<file path="config.mk">
export PLATFORM = sky130hd
export DESIGN_NAME = udp_tx_top
export DESIGN_NICKNAME = d
export VERILOG_FILES = /design/src/common/udp_tx_pkg.sv /design/src/design/byte_fifo.sv /design/src/design/udp_tx_cfg.sv /design/src/udp_tx_ctl/udp_tx_ctl.sv /design/src/design/udp_tx_top.sv
export SDC_FILE = /design/constraint.sdc
export NUM_CORES = 1
export LEC_CHECK = 0
export ABC_AREA = 0
export ABC_CLOCK_PERIOD_IN_PS = 11650
export BUFFER_PORTS_ARGS = -buffer_cell sky130_fd_sc_hd__buf_2
export CAP_MARGIN = 20
export CORE_MARGIN = 4
export CORE_UTILIZATION = 35
export DETAILED_ROUTE_END_ITERATION = 10
export GPL_ROUTABILITY_DRIVEN = 0
export PLACE_DENSITY = 0.52
export SYNTH_ARGS = -nofsm -noshare
export SYNTH_HDL_FRONTEND = slang
export SYNTH_SLANG_ARGS = --single-unit
</file>
<file path="constraint.sdc">
create_clock -name clk -period 11.65 [get_ports clk]
set_input_delay 1.165 -clock clk [delete_from_list [all_inputs] [get_ports clk]]
set_output_delay 1.165 -clock clk [all_outputs]
set_load 0.05 [all_outputs]
</file>
<file path="src/common/udp_tx_pkg.sv">
// shared lengths, limits, register addresses and field types for the UDP transmit path
package udp_tx_pkg;

  // maximum IP datagram size, kept small so the payload clamp can be reached in simulation
  localparam int MTU = 64;

  localparam int IPV4_HDR_LEN = 20;
  localparam int UDP_HDR_LEN  = 8;

  // largest UDP payload that fits into one IP datagram
  localparam int UDP_MAX_PAYLOAD = MTU - IPV4_HDR_LEN - UDP_HDR_LEN;

  // payload bytes held by the input FIFO
  localparam int FIFO_DEPTH = 64;

  // beat counter covers the whole header and the largest payload
  localparam int CTR_W = $clog2(UDP_HDR_LEN + UDP_MAX_PAYLOAD + 1);

  typedef logic [31:0] ipv4_addr_t;
  typedef logic [15:0] port_t;
  typedef logic [15:0] len_t;
  typedef logic [15:0] ipv4_id_t;
  typedef logic [2:0]  cfg_addr_t;

  // configuration register map
  localparam cfg_addr_t REG_DEV_IP   = 3'd0;
  localparam cfg_addr_t REG_REM_IP   = 3'd1;
  localparam cfg_addr_t REG_LOC_PORT = 3'd2;
  localparam cfg_addr_t REG_REM_PORT = 3'd3;
  localparam cfg_addr_t REG_LENGTH   = 3'd4;

endpackage

</file>
<file path="src/design/byte_fifo.sv">
// single-clock byte FIFO buffering UDP payload, with registered read data and a one-cycle flush
`timescale 1ns/100ps

module byte_fifo (
  input  logic       clk,
  input  logic       rst,
  input  logic       flush,
  input  logic       write,
  input  logic [7:0] data_in,
  input  logic       read,
  output logic [7:0] data_out,
  output logic       empty,
  output logic       full
);

  logic [7:0] mem [udp_tx_pkg::FIFO_DEPTH];

  logic [$clog2(udp_tx_pkg::FIFO_DEPTH)-1:0]   wr_ptr;
  logic [$clog2(udp_tx_pkg::FIFO_DEPTH)-1:0]   rd_ptr;
  logic [$clog2(udp_tx_pkg::FIFO_DEPTH+1)-1:0] count;
  logic wr_en;
  logic rd_en;

  // requests against a full or empty buffer are simply ignored
  assign wr_en = write && !full;
  assign rd_en = read && !empty;

  // flags come straight from the occupancy register
  assign empty = (count == 0);
  assign full  = (count == udp_tx_pkg::FIFO_DEPTH);

  always_ff @(posedge clk) begin
    if (rst || flush) begin
      wr_ptr <= '0;
      rd_ptr <= '0;
      count  <= '0;
    end else begin
      if (wr_en) begin
        wr_ptr <= (wr_ptr == udp_tx_pkg::FIFO_DEPTH - 1) ? '0 : wr_ptr + 1'b1;
      end
      if (rd_en) begin
        rd_ptr <= (rd_ptr == udp_tx_pkg::FIFO_DEPTH - 1) ? '0 : rd_ptr + 1'b1;
      end
      case ({wr_en, rd_en})
        2'b10:   count <= count + 1'b1;
        2'b01:   count <= count - 1'b1;
        default: count <= count;
      endcase
    end
  end

  always_ff @(posedge clk) begin
    if (wr_en) begin
      mem[wr_ptr] <= data_in;
    end
    if (rd_en) begin
      data_out <= mem[rd_ptr];
    end
  end

endmodule

</file>
<file path="src/design/udp_tx_cfg.sv">
// register block for the UDP transmitter, written by strobe and read by the controller as levels
`timescale 1ns/100ps

module udp_tx_cfg (
  input  logic                   clk,
  input  logic                   rst,
  input  logic                   cfg_we,
  input  udp_tx_pkg::cfg_addr_t  cfg_addr,
  input  logic [31:0]            cfg_wdata,
  output udp_tx_pkg::ipv4_addr_t dev_ip,
  output udp_tx_pkg::ipv4_addr_t rem_ip,
  output udp_tx_pkg::port_t      loc_port,
  output udp_tx_pkg::port_t      rem_port,
  output udp_tx_pkg::len_t       length
);

  always_ff @(posedge clk) begin
    if (rst) begin
      dev_ip   <= '0;
      rem_ip   <= '0;
      loc_port <= '0;
      rem_port <= '0;
      length   <= '0;
    end else if (cfg_we) begin
      // ports and length are 16 bit, so only the low half of the write data is kept
      case (cfg_addr)
        udp_tx_pkg::REG_DEV_IP: begin
          dev_ip <= cfg_wdata;
        end
        udp_tx_pkg::REG_REM_IP: begin
          rem_ip <= cfg_wdata;
        end
        udp_tx_pkg::REG_LOC_PORT: begin
          loc_port <= cfg_wdata[15:0];
        end
        udp_tx_pkg::REG_REM_PORT: begin
          rem_port <= cfg_wdata[15:0];
        end
        udp_tx_pkg::REG_LENGTH: begin
          length <= cfg_wdata[15:0];
        end
        default: begin
          // unmapped addresses are dropped
        end
      endcase
    end
  end

endmodule

</file>
<file path="src/udp_tx_ctl/udp_tx_ctl.sv">
// UDP transmit controller that latches a descriptor, serializes the header and streams the payload
`timescale 1ns/100ps

module udp_tx_ctl (
  input  logic                   clk,
  input  logic                   rst,
  input  udp_tx_pkg::ipv4_addr_t dev_ip,
  input  udp_tx_pkg::ipv4_addr_t rem_ip,
  input  udp_tx_pkg::port_t      loc_port,
  input  udp_tx_pkg::port_t      rem_port,
  input  udp_tx_pkg::len_t       length,
  input  logic [7:0]             in_dat,
  input  logic                   in_val,
  input  logic                   req,
  input  logic [7:0]             fifo_data,
  input  logic                   fifo_empty,
  input  logic                   fifo_full,
  output logic                   cts,
  output logic                   rdy,
  output logic [7:0]             out_dat,
  output logic                   out_sof,
  output logic                   out_eof,
  output logic                   out_val,
  output udp_tx_pkg::ipv4_addr_t hdr_src_ip,
  output udp_tx_pkg::ipv4_addr_t hdr_dst_ip,
  output udp_tx_pkg::ipv4_id_t   hdr_ip_id,
  output logic                   fifo_write,
  output logic [7:0]             fifo_wdata,
  output logic                   fifo_read,
  output logic                   fifo_flush
);

  typedef enum logic [1:0] {
    idle_s,
    pend_s,
    tx_s
  } state_t;

  state_t state;

  logic [udp_tx_pkg::CTR_W-1:0] ctr;
  udp_tx_pkg::ipv4_id_t         ip_id;

  // datagram descriptor, frozen while pending and transmitting
  udp_tx_pkg::port_t src_port;
  udp_tx_pkg::port_t dst_port;
  udp_tx_pkg::len_t  pay_len;
  udp_tx_pkg::len_t  udp_len;

  udp_tx_pkg::len_t clamp_len;
  logic             last_beat;

  // UDP length counts the header too, so the clamp applies to the payload only
  assign clamp_len = (length <= udp_tx_pkg::len_t'(udp_tx_pkg::UDP_MAX_PAYLOAD)) ?
                     length : udp_tx_pkg::len_t'(udp_tx_pkg::UDP_MAX_PAYLOAD);

  assign last_beat = (state == tx_s) && (ctr == udp_len - 1'b1);

  always_ff @(posedge clk) begin
    if (rst) begin
      state <= idle_s;
      ctr   <= '0;
      ip_id <= '0;
    end else begin
      case (state)
        idle_s: begin
          ctr <= '0;
          if (!fifo_empty) begin
            state <= pend_s;
            ip_id <= ip_id + 1'b1;
          end
        end
        pend_s: begin
          if (req) begin
            state <= tx_s;
          end
        end
        tx_s: begin
          ctr <= ctr + 1'b1;
          if (last_beat) begin
            state <= idle_s;
          end
        end
        default: begin
          state <= idle_s;
        end
      endcase
    end
  end

  // the descriptor tracks the configuration only while idle
  always_ff @(posedge clk) begin
    if (state == idle_s) begin
      src_port   <= loc_port;
      dst_port   <= rem_port;
      pay_len    <= clamp_len;
      udp_len    <= clamp_len + udp_tx_pkg::len_t'(udp_tx_pkg::UDP_HDR_LEN);
      hdr_src_ip <= dev_ip;
      hdr_dst_ip <= rem_ip;
    end
  end

  assign hdr_ip_id = ip_id;

  assign rdy = (state == pend_s);
  assign cts = (state != tx_s);

  assign fifo_write = in_val && cts && !fifo_full;
  assign fifo_wdata = in_dat;

  // read one beat early because the FIFO output is registered
  assign fifo_read = (state == tx_s) &&
                     (ctr >= udp_tx_pkg::UDP_HDR_LEN - 1) &&
                     (ctr < pay_len + udp_tx_pkg::UDP_HDR_LEN - 1);

  // leftover bytes beyond the clamped length are discarded with the last beat
  assign fifo_flush = last_beat;

  assign out_val = (state == tx_s);
  assign out_sof = (state == tx_s) && (ctr == '0);
  assign out_eof = last_beat;

  // header fields go out most significant byte first, checksum left at zero
  always_comb begin
    case (ctr)
      'd0:     out_dat = src_port[15:8];
      'd1:     out_dat = src_port[7:0];
      'd2:     out_dat = dst_port[15:8];
      'd3:     out_dat = dst_port[7:0];
      'd4:     out_dat = udp_len[15:8];
      'd5:     out_dat = udp_len[7:0];
      'd6:     out_dat = 8'h00;
      'd7:     out_dat = 8'h00;
      default: out_dat = fifo_data;
    endcase
  end

endmodule

</file>
<file path="src/design/udp_tx_top.sv">
// top level of the UDP transmitter joining the register block, the payload FIFO and the controller
`timescale 1ns/100ps

module udp_tx_top (
  input  logic                   clk,
  input  logic                   rst,
  input  logic                   cfg_we,
  input  udp_tx_pkg::cfg_addr_t  cfg_addr,
  input  logic [31:0]            cfg_wdata,
  input  logic [7:0]             in_dat,
  input  logic                   in_val,
  input  logic                   req,
  output logic                   cts,
  output logic                   rdy,
  output logic [7:0]             out_dat,
  output logic                   out_sof,
  output logic                   out_eof,
  output logic                   out_val,
  output udp_tx_pkg::ipv4_addr_t hdr_src_ip,
  output udp_tx_pkg::ipv4_addr_t hdr_dst_ip,
  output udp_tx_pkg::ipv4_id_t   hdr_ip_id
);

  udp_tx_pkg::ipv4_addr_t dev_ip;
  udp_tx_pkg::ipv4_addr_t rem_ip;
  udp_tx_pkg::port_t      loc_port;
  udp_tx_pkg::port_t      rem_port;
  udp_tx_pkg::len_t       length;

  logic       fifo_write;
  logic [7:0] fifo_wdata;
  logic       fifo_read;
  logic       fifo_flush;
  logic [7:0] fifo_data;
  logic       fifo_empty;
  logic       fifo_full;

  udp_tx_cfg u_cfg (
    .clk       (clk),
    .rst       (rst),
    .cfg_we    (cfg_we),
    .cfg_addr  (cfg_addr),
    .cfg_wdata (cfg_wdata),
    .dev_ip    (dev_ip),
    .rem_ip    (rem_ip),
    .loc_port  (loc_port),
    .rem_port  (rem_port),
    .length    (length)
  );

  byte_fifo u_fifo (
    .clk      (clk),
    .rst      (rst),
    .flush    (fifo_flush),
    .write    (fifo_write),
    .data_in  (fifo_wdata),
    .read     (fifo_read),
    .data_out (fifo_data),
    .empty    (fifo_empty),
    .full     (fifo_full)
  );

  udp_tx_ctl u_ctl (
    .clk        (clk),
    .rst        (rst),
    .dev_ip     (dev_ip),
    .rem_ip     (rem_ip),
    .loc_port   (loc_port),
    .rem_port   (rem_port),
    .length     (length),
    .in_dat     (in_dat),
    .in_val     (in_val),
    .req        (req),
    .fifo_data  (fifo_data),
    .fifo_empty (fifo_empty),
    .fifo_full  (fifo_full),
    .cts        (cts),
    .rdy        (rdy),
    .out_dat    (out_dat),
    .out_sof    (out_sof),
    .out_eof    (out_eof),
    .out_val    (out_val),
    .hdr_src_ip (hdr_src_ip),
    .hdr_dst_ip (hdr_dst_ip),
    .hdr_ip_id  (hdr_ip_id),
    .fifo_write (fifo_write),
    .fifo_wdata (fifo_wdata),
    .fifo_read  (fifo_read),
    .fifo_flush (fifo_flush)
  );

endmodule

</file>
==> run summary, run 1 <==
Status - complete, but fails checks
Failing checks - DRC
Nets - 2132
Initial DRC count - 1430
Max Cap Viol - 0
CTS clk-pin slew, worst paths - 0.06 ns
Layout area overhead - 15.86%
Largest net degree at the start of global routing - 84
Top FF cell, synth - edfxtp_1
Min-delay worst type - reg2reg
Setup Crit Path Kind - reg2reg
Final slew viol count - 0
CTS Root Cell - clkbuf_16
Initial antenna violation count - 1
Number of synthesized flops with an enable pin - 645
Seq cells post-synth - 800
Post-CTS Setup Repair Bufs - 0
Share of cells above drive strength 1 - 22.50%
Setup TNS - 0 ns
Core area - 88240 um2
Slew HR - 28.62%
CP max FO - 18
I/O pin count - 141
First-pass GRT wire length - 107800 um
Post-Synthesis Cells - 1889
Area contributors post-synth - edfxtp_1 62%, mux4_2 12%, dfxtp_1 10%
RSZ-0062 raised after global routing - false
Met1 Resource Use GR - 20.70%
Clock buffer depth - 3
Total Die Area - 93610 um2
Post-DRT Antenna Nets - 0
Starting Density - 35.22%
Row cnt - 109
Fmax - 201.6 MHz
Crit start category - register
Fin. Hold Viols - 0
Yosys top cell by area - edfxtp_1
Via-per-instance ratio - 5.050
VDD IR-drop max - 0.1545 mV
Cell Pwr Density - 181.9 nW/um2
Worst slew pin tran - 1.071 ns
CP required - 12.20 ns
Die H - 306.0 um
Htree depth - 3
GRT Overall Usage - 15.18%
Finished Core Util - 40.80%
Final Setup Violations - 0
Mean area per synthesized cell - 16.45 um2
Clock sink count - 800
DRC Markers - 1
Share of the synthesized area in the top cell type - 62.33%
Critical path capture point type - register
Hold-fix buffers, CTS - 0
Final Cycle Share - 42.57%
Met2 Use GR - 25.34%
Leakage - 11.83 nW
Die W - 306.0 um
Setup Skew - 0.02278 ns
Skew-Pair Late Insertion Delay - 0.64 ns
HPWL after DPL - 44640 um
Fillers - 7969
Routing usage on met3 - 2.687%
# diodes - 0
# resized after CTS - 0
GR Overflow Total - 0
Vias in the first global route - 16600
PortBufs - 140
Num CTS Buffers - 86
Drt first pass iters - 11
Detailed-route wire length - 72050 um
Sequential fraction of the synthesis area - 72.32%
Layer with the highest usage - met2
Area of the mapped netlist - 31070 um2
Arr. time, crit path - 5.51 ns
DR WL/cell - 21.87 um
CTS tree - yes
Ys async rst share - 0%
Distinct cells, synth - 69
Vias - 16640
Yosys warnings - 0
Fin crit period - 4.959 ns
==> critical path, cell delays in order, from the launching register on <==
cell and delay (ns):
edfxtp_1 0.50, ha_1 0.33, nand3_1 0.21, a2111oi_0 0.50, o311ai_0 0.27, a22oi_1 0.24, o31a_1 0.74, ha_1 0.47
ha_1 0.33, a21o_1 0.17, a21oi_1 0.24, o21bai_1 0.11, a21oi_1 0.18, xor2_1 0.09, or3_1 0.32, a21oi_1 0.15
==> cells in the final DEF (no fill, tap or decap), types with 17 or more instances in the layout <==
| cell | count |
|---|---|
| edfxtp_1 | 645 |
| nand2_1 | 257 |
| mux4_2 | 168 |
| dfxtp_1 | 152 |
| buf_2 | 139 |
| a21oi_1 | 129 |
| nor2_1 | 126 |
| clkbuf_16 | 92 |
| nand3_1 | 36 |
| xor2_1 | 28 |
| buf_4 | 25 |
| ha_1 | 23 |
| conb_1 | 20 |
| a22oi_1 | 19 |
| xnor2_1 | 17 |
==> worst paths after layout <==
path               startpoint                   to  slack, ns  cells past startpoint
max          u_ctl.pay_len[3]      u_fifo.count[6]       6.69                     15
max reg2reg  u_ctl.pay_len[3]      u_fifo.count[6]       6.69                     15
min           u_cfg.dev_ip[9]  u_ctl.hdr_src_ip[9]       0.42                      0
min reg2reg   u_cfg.dev_ip[9]  u_ctl.hdr_src_ip[9]       0.42                      0
==> state kept, by name, summed over array words and instances (netlist names), 13 cells and up <==
name and cells:
u_ctl.hdr_dst_ip 32, u_cfg.rem_port 16, u_cfg.loc_port 16, u_ctl.udp_len 16, u_fifo.mem 512, u_ctl.hdr_ip_id 16
u_ctl.hdr_src_ip 32, u_cfg.dev_ip 32, u_ctl.pay_len 13, u_cfg.rem_ip 32, u_ctl.src_port 16, u_ctl.dst_port 16
u_cfg.length 16
==> stage by stage <==
stage | std cells | total power, W | instance area, um2 | setup WS, ns | hold slack, ns
global placement | 3136 | 0.003860 | 33100 | 6.947 | 0.4107
floorplan | 1908 | 0.003695 | 31140 | 5.199 | 0.4081
CTS | 3294 | 0.006621 | 36000 | 6.726 | 0.4178
global route | 3294 | 0.006782 | 36000 | 6.273 | 0.4278
detailed placement | 3137 | 0.003868 | 33110 | 6.778 | 0.4146
finish | 3294 | 0.006547 | 36000 | 6.691 | 0.4180
==> synthesized netlist by cell type (all sizes together) (10+ instances only) <==
cell type,instances
and3,12
nand4,10
mux4,168
nand3,36
nand2,257
nor4,12
inv,16
xor2,28
dfxtp,155
a22oi,19
nor2,127
clkbuf,64
nor3,14
edfxtp,645
buf,36
a21oi,129
xnor2,17
and2,12
o21ai,11
ha,23
==> layer usage <==
metal  up-vias  wire [um]
met2       467      35570
met5         -          0
met1      8462      31190
li1       7598          -
met4         0       1546
met3       108       3733
==> cell families after synthesis <==
logic type | after synthesis | share of synthesized area (%)
compound gates | 201 | 3.906
xor+xnor | 45 | 1.268
fa+ha+maj | 24 | 0.9906
buf+inv | 116 | 1.506
flops | 800 | 72.32
mux | 179 | 12.54
other cells | 1 | 0.01207
simple gates | 523 | 7.461
==> final cells by class <==
| cell class | instances | area, um2 | share of cell area, % |
|---|---|---|---|
| Clock buffer | 112 | 2417 | 6.715 |
| Clock inverter | 45 | 478.0 | 1.328 |
| Inverter | 16 | 60.06 | 0.1668 |
| Multi-Input combinational cell | 992 | 8224 | 22.84 |
| Sequential cell | 800 | 22480 | 62.44 |
| Tap cell | 1165 | 1458 | 4.049 |
| Timing Repair Buffer | 164 | 883.3 | 2.454 |
==> power by group <==
group / switching [W] / internal (W) / leakage (nW)
registers: 0.0000595 / 0.00322 / 7.32
logic: 0.000409 / 0.000115 / 3.09
clock network: 0.00112 / 0.00163 / 1.42
total: 0.00159 / 0.00496 / 11.8
No activity file was read; power rests on OpenSTA's default activity.
==> run 2, diff against run 1 <==
- ABC_AREA: 0 -> 1
- ABC_CLOCK_PERIOD_IN_PS: 11650 -> 4900
- clock period: 11.65 -> 4.9 ns (I/O delays scaled with it)
==> run 2 against run 1 <==
Effect of this change:
- utilization grew 0.33 points
- clock skew shrank 0.00099 ns
- clock power grew 140%
- critical path type unchanged
- critical path depth grew 12
- global-route usage grew 1.9 points
- the run now ends clean
- worst hold slack lost 0.32 ns
==> run summary, run 2 <==
Nets - 3027
Area contributors post-synth - edfxtp_1 61%, dfxtp_1 9.7%, nor2_1 7.0%
Core area - 90150 um2
Most common cell after layout, fill and taps aside - edfxtp_1
Sequential fraction of the synthesis area - 70.55%
CTS tree - yes
Max reg flops - 512
Die H - 309.7 um
Worst slew pin tran - 1.156 ns
Fin. Hold Viols - 0
Drt first pass iters - 5
Number of synthesized flops with an enable pin - 645
Seq pwr share - 49.4%
Vias - 21540
Max Cap Viol - 0
Arr. time, crit path - 4.95 ns
GRT Overall Usage - 17.11%
Setup Skew - 0.02179 ns
Initial antenna violation count - 1
Num CTS Buffers - 87
Fin crit period - 4.451 ns
Final Setup Violations - 0
CP max FO - 10
Switch share - 25.06%
Starting Density - 35.33%
RSZ-0062 raised after global routing - false
Mean area per synthesized cell - 11.48 um2
Leakage - 13.35 nW
Skew-Pair Late Insertion Delay - 0.64 ns
Row cnt - 110
Via-per-instance ratio - 5.122
Clock group share of total power - 41.7%
Cell Pwr Density - 426.4 nW/um2
Commonest cells after routing, fill and taps aside - 645 x edfxtp_1, 591 x nor2_1, 399 x o21ai_0, 221 x nand2_1, 152 x dfxtp_1
Seq cells post-synth - 800
Finished Core Util - 41.13%
CTS clk-pin slew, worst paths - 0.06 ns
CP required - 5.40 ns
Status - completed
P_sw - 0.003962 W
Cell-internal power - 0.01185 W
VDD IR-drop max - 0.2913 mV
Initial DRC count - 1842
Clock sink count - 800
Final Cycle Share - 90.83%
Setup TNS - 0 ns
Die W - 309.7 um
Final slew viol count - 0
Final hold slack - 0.09621 ns
Post-CTS Setup Repair Bufs - 0
Htree depth - 3
Total Die Area - 95900 um2
Fillers - 8519
Min-delay worst type - in2reg
HPWL after DPL - 50510 um
Yosys warnings - 0
Vias in the first global route - 21280
CTS Root Cell - clkbuf_16
Top FF cell, synth - edfxtp_1
Slew HR - 22.62%
Critical path capture point type - register
PortBufs - 140
GR Overflow Total - 0
DRC Markers - 0
# resized after CTS - 0
Share of the synthesized area in the top cell type - 60.81%
Setup Crit Path Kind - reg2reg
Hold-fix buffers, CTS - 0
Layout area overhead - 16.42%
Share of cells above drive strength 1 - 12.69%
Detailed-route wire length - 83680 um
Count leader, synth - edfxtp_1
Yosys top cell by area - edfxtp_1
Ys async rst share - 0%
Largest net degree at the start of global routing - 146
Distinct cells, synth - 44
Reg with most FFs - u_fifo.mem
Clock buffer depth - 3
Logic gate share of total power - 8.9%
Post-DRT Antenna Nets - 0
DR WL/cell - 19.90 um
Area of the mapped netlist - 31850 um2
Leading cell types by count after synthesis - 645 x edfxtp_1, 593 x nor2_1, 399 x o21ai_0
Crit start category - register
I/O pin count - 141
Fmax - 224.7 MHz
Post-Synthesis Cells - 2775
First-pass GRT wire length - 126900 um
run 2: through the flow:
stage | std cells | area [um2] | total power, W | setup WS (ns)
detailed placement | 4042 | 34190 | 0.009377 | 0.4555
global route | 4204 | 37080 | 0.01638 | 0.04133
CTS | 4203 | 37080 | 0.01598 | 0.4463
finish | 4205 | 37080 | 0.01581 | 0.4494
floorplan | 2794 | 31930 | 0.008878 | 0.7405
global placement | 4040 | 34160 | 0.009351 | 0.5465
run 2: layout make-up:
class	instances	area, um2	area share [%]
antenna	2	5.005	0.01350
tap	1176	1471	3.968
inverter	146	553.0	1.491
timing repair buffer	213	1299	3.502
clock buffer	105	2330	6.283
multi-input combinational	1707	8386	22.61
clock inverter	56	558.0	1.505
sequential	800	22480	60.62
run 2: critical path: stages, from the launching register on:
cell and delay [ns]:
edfxtp_1 0.44, nor2_1 0.16, nand2_1 0.12, xor2_1 0.16, ha_1 0.30, nand2_1 0.05, o21bai_1 0.14, nand2_1 0.06
nand2_1 0.05, nand2_1 0.05, a21oi_1 0.06, nor2_1 0.12, nand2_1 0.06, nor2_1 0.11, nand3_2 0.19, nand2_4 0.19
inv_1 0.19, ha_1 0.37, fa_1 0.45, nand3_1 0.10, and2_1 0.15, o21ai_0 0.08, a21oi_1 0.15, inv_1 0.08
a21oi_1 0.13, o21ai_0 0.14, xor2_1 0.16, nor2_1 0.06
run 2: worst paths after layout:
kind                                       start                   end  slack, ns  cells after the start
worst max-delay path            u_ctl.udp_len[2]       u_fifo.count[6]       0.45                     27
worst min-delay path               cfg_wdata[31]      u_cfg.dev_ip[31]        0.1                      3
worst max register to register  u_ctl.udp_len[2]       u_fifo.count[6]       0.45                     27
worst min register to register  u_cfg.dev_ip[22]  u_ctl.hdr_src_ip[22]       0.42                      0
run 2: kinds of logic (layout without fill, tap and decap cells):
group / Yosys count / in the layout / share of synthesized area [%]
AOI/OAI and AO/OA: 634 / 634 / 11.34
xor gates and xnor gates: 26 / 26 / 0.7149
adders and majority gates: 24 / 24 / 0.9663
buffers and inverters: 287 / 520 / 3.413
DFF: 800 / 800 / 70.55
other: 1 / 22 / 0.01177
and+or+nand+nor: 1003 / 1003 / 13.00
run 2: power groups by stage:
stage	Clock (W)	Combinational, W	Sequential, W
final	0.00659	0.00141	0.00781
after global routing	0.00702	0.00152	0.00784
after CTS	0.00675	0.00142	0.00781
after detailed placement	0	0.00142	0.00796
after global placement	0	0.00140	0.00795
after floorplan	0	0.000530	0.00835
run 2: metal layers:
metal | part of all wire, % | track usage [%] | vias to the layer above | wire [um]
met1 | 44 | 22.96 | 10560 | 36570
met3 | 5.4 | 2.963 | 154 | 4487
met2 | 48 | 28.33 | 576 | 40190
li1 | - | - | 10250 | -
met4 | 2.9 | 5.641 | 0 | 2433
met5 | 0 | 0 | - | 0
==> run 3, diff against run 2 <==
- BUFFER_PORTS_ARGS: -buffer_cell sky130_fd_sc_hd__buf_2 -> -buffer_cell sky130_fd_sc_hd__buf_4
==> run 3 against run 2 <==
Effect of this change:
- die area did not move
- clock power shrank 3.5%
- critical path type unchanged
- critical endpoint is now u_fifo.count[5]
- highest routed layer unchanged
- cell area is essentially flat
- worst hold slack got worse by 0.018 ns
==> run summary, run 3 (same netlist as run 2, synthesis figures left out) <==
Leakage - 13.22 nW
Post-CTS Setup Repair Bufs - 0
Clock sink count - 800
Die W - 309.7 um
Fmax - 227.5 MHz
Clock buffer depth - 3
Final slew viol count - 0
Most used cell, CP - nand2_1
Most common cell after layout, fill and taps aside - edfxtp_1
Status - completed
Arr. time, crit path - 4.89 ns
Max incr delay on CP - 0.44 ns
First-pass GRT wire length - 127300 um
Initial antenna violation count - 0
Setup TNS - 0 ns
Total Die Area - 95900 um2
Fin. Hold Viols - 0
Slew HR - 22.94%
Vias - 21610
Critical path's top delay family - simple AND/OR/NAND/NOR gates
Post-DRT Antenna Nets - 0
Starting Density - 35.33%
Reg with most FFs - u_fifo.mem
Core area - 90150 um2
Cell Pwr Density - 422.2 nW/um2
Row cnt - 110
# diodes - 0
Crit start category - register
Commonest cells after routing, fill and taps aside - 645 x edfxtp_1, 591 x nor2_1, 399 x o21ai_0, 221 x nand2_1, 178 x buf_4
Initial DRC count - 1842
P_sw - 0.003946 W
PortBufs - 140
CP bufs+invs - 1
Nets - 2996
Fillers - 8429
DRC Markers - 0
Detailed-route wire length - 84180 um
Crit-path slowest cell - edfxtp_1
GR Overflow Total - 0
Clock group share of total power - 40.6%
Switch share - 25.18%
CTS tree - yes
Final Setup Violations - 0
Max Cap Viol - 0
Setup Crit Path Kind - reg2reg
CTS Root Cell - clkbuf_16
Htree depth - 3
GRT Overall Usage - 17.18%
Min-delay worst type - in2reg
CTS clk-pin slew, worst paths - 0.06 ns
Die H - 309.7 um
Finished Core Util - 41.16%
CP max FO - 10
Skew-Pair Late Insertion Delay - 0.65 ns
Cell-internal power - 0.01172 W
Drt first pass iters - 5
Num CTS Buffers - 85
Flop2flop setup slack - 0.50 ns
DR WL/cell - 20.19 um
Critical path capture point type - register
Vias in the first global route - 21100
HPWL after DPL - 50390 um
Worst slew pin tran - 1.152 ns
Largest net degree at the start of global routing - 143
VDD IR-drop max - 0.2522 mV
Fin crit period - 4.396 ns
CP required - 5.40 ns
Via-per-instance ratio - 5.182
Max reg flops - 512
Final Cycle Share - 89.71%
Share of cells above drive strength 1 - 11.86%
Layout area overhead - 16.50%
I/O pin count - 141
Seq pwr share - 49.9%
RSZ-0062 raised after global routing - false
Logic gate share of total power - 9.5%
Setup Skew - 0.02845 ns
## run 3: final timing paths
| kind | start | cells past startpoint | end |
|---|---|---|---|
| worst max-delay path | u_ctl.udp_len[2] | 27 | u_fifo.count[5] |
| worst min-delay path | cfg_wdata[17] | 3 | u_cfg.dev_ip[17] |
| worst max register to register | u_ctl.udp_len[2] | 27 | u_fifo.count[5] |
| worst min register to register | u_cfg.dev_ip[19] | 0 | u_ctl.hdr_src_ip[19] |
## run 3: repair_timing
item / 4_1_cts / 5_1_grt
hold buffers: 0 / 0
resized for setup: 0 / 1
endpoints found under the setup margin: 0 / 1
## run 3: stage by stage
step | hold WS [ns] | worst slack [ns] | area, um2 | cells | power, W
final | 0.07818 | 0.5042 | 37110 | 4170 | 0.01567
after global routing | 0.05884 | 0.02060 | 37110 | 4170 | 0.01621
after CTS | 0.03593 | 0.4601 | 37080 | 4168 | 0.01581
after detailed placement | 0.4095 | 0.4747 | 34300 | 4011 | 0.009462
after global placement | 0.4074 | 0.5794 | 34280 | 4009 | 0.009440
after floorplan | 0.4030 | 0.7405 | 31930 | 2794 | 0.008878
## run 3: final cells by class
cell class                 count  area [um2]  share of cell area, %
timing repair buffer         184        1436                  3.871
inverter                     146       555.5                  1.497
sequential                   800       22480                  60.58
clock buffer                 118        2447                  6.595
tap                         1176        1471                  3.965
multi-input combinational   1707        8383                  22.59
clock inverter                39       334.1                 0.9003
## run 3: worst min-delay path, cell delays in order
cell	delay, ns
buf_4	0.08
nor2_1	0.04
nor2_1	0.08
## run 3: power groups by stage
stage / combinational (W) / clock (W) / sequential [W]
after CTS: 0.00150 / 0.00649 / 0.00782
after global routing: 0.00160 / 0.00677 / 0.00784
after floorplan: 0.000530 / 0 / 0.00835
final: 0.00149 / 0.00636 / 0.00782
after global placement: 0.00148 / 0 / 0.00796
after detailed placement: 0.00150 / 0 / 0.00796
## run 3: routing by layer
layer | global-route usage (%) | vias to the layer above | part of all wire [%]
met3 | 2.601 | 142 | 5.1
li1 | - | 10180 | -
met2 | 28.95 | 527 | 49
met5 | 0 | - | 0
met4 | 5.468 | 0 | 2.7
met1 | 22.93 | 10760 | 43
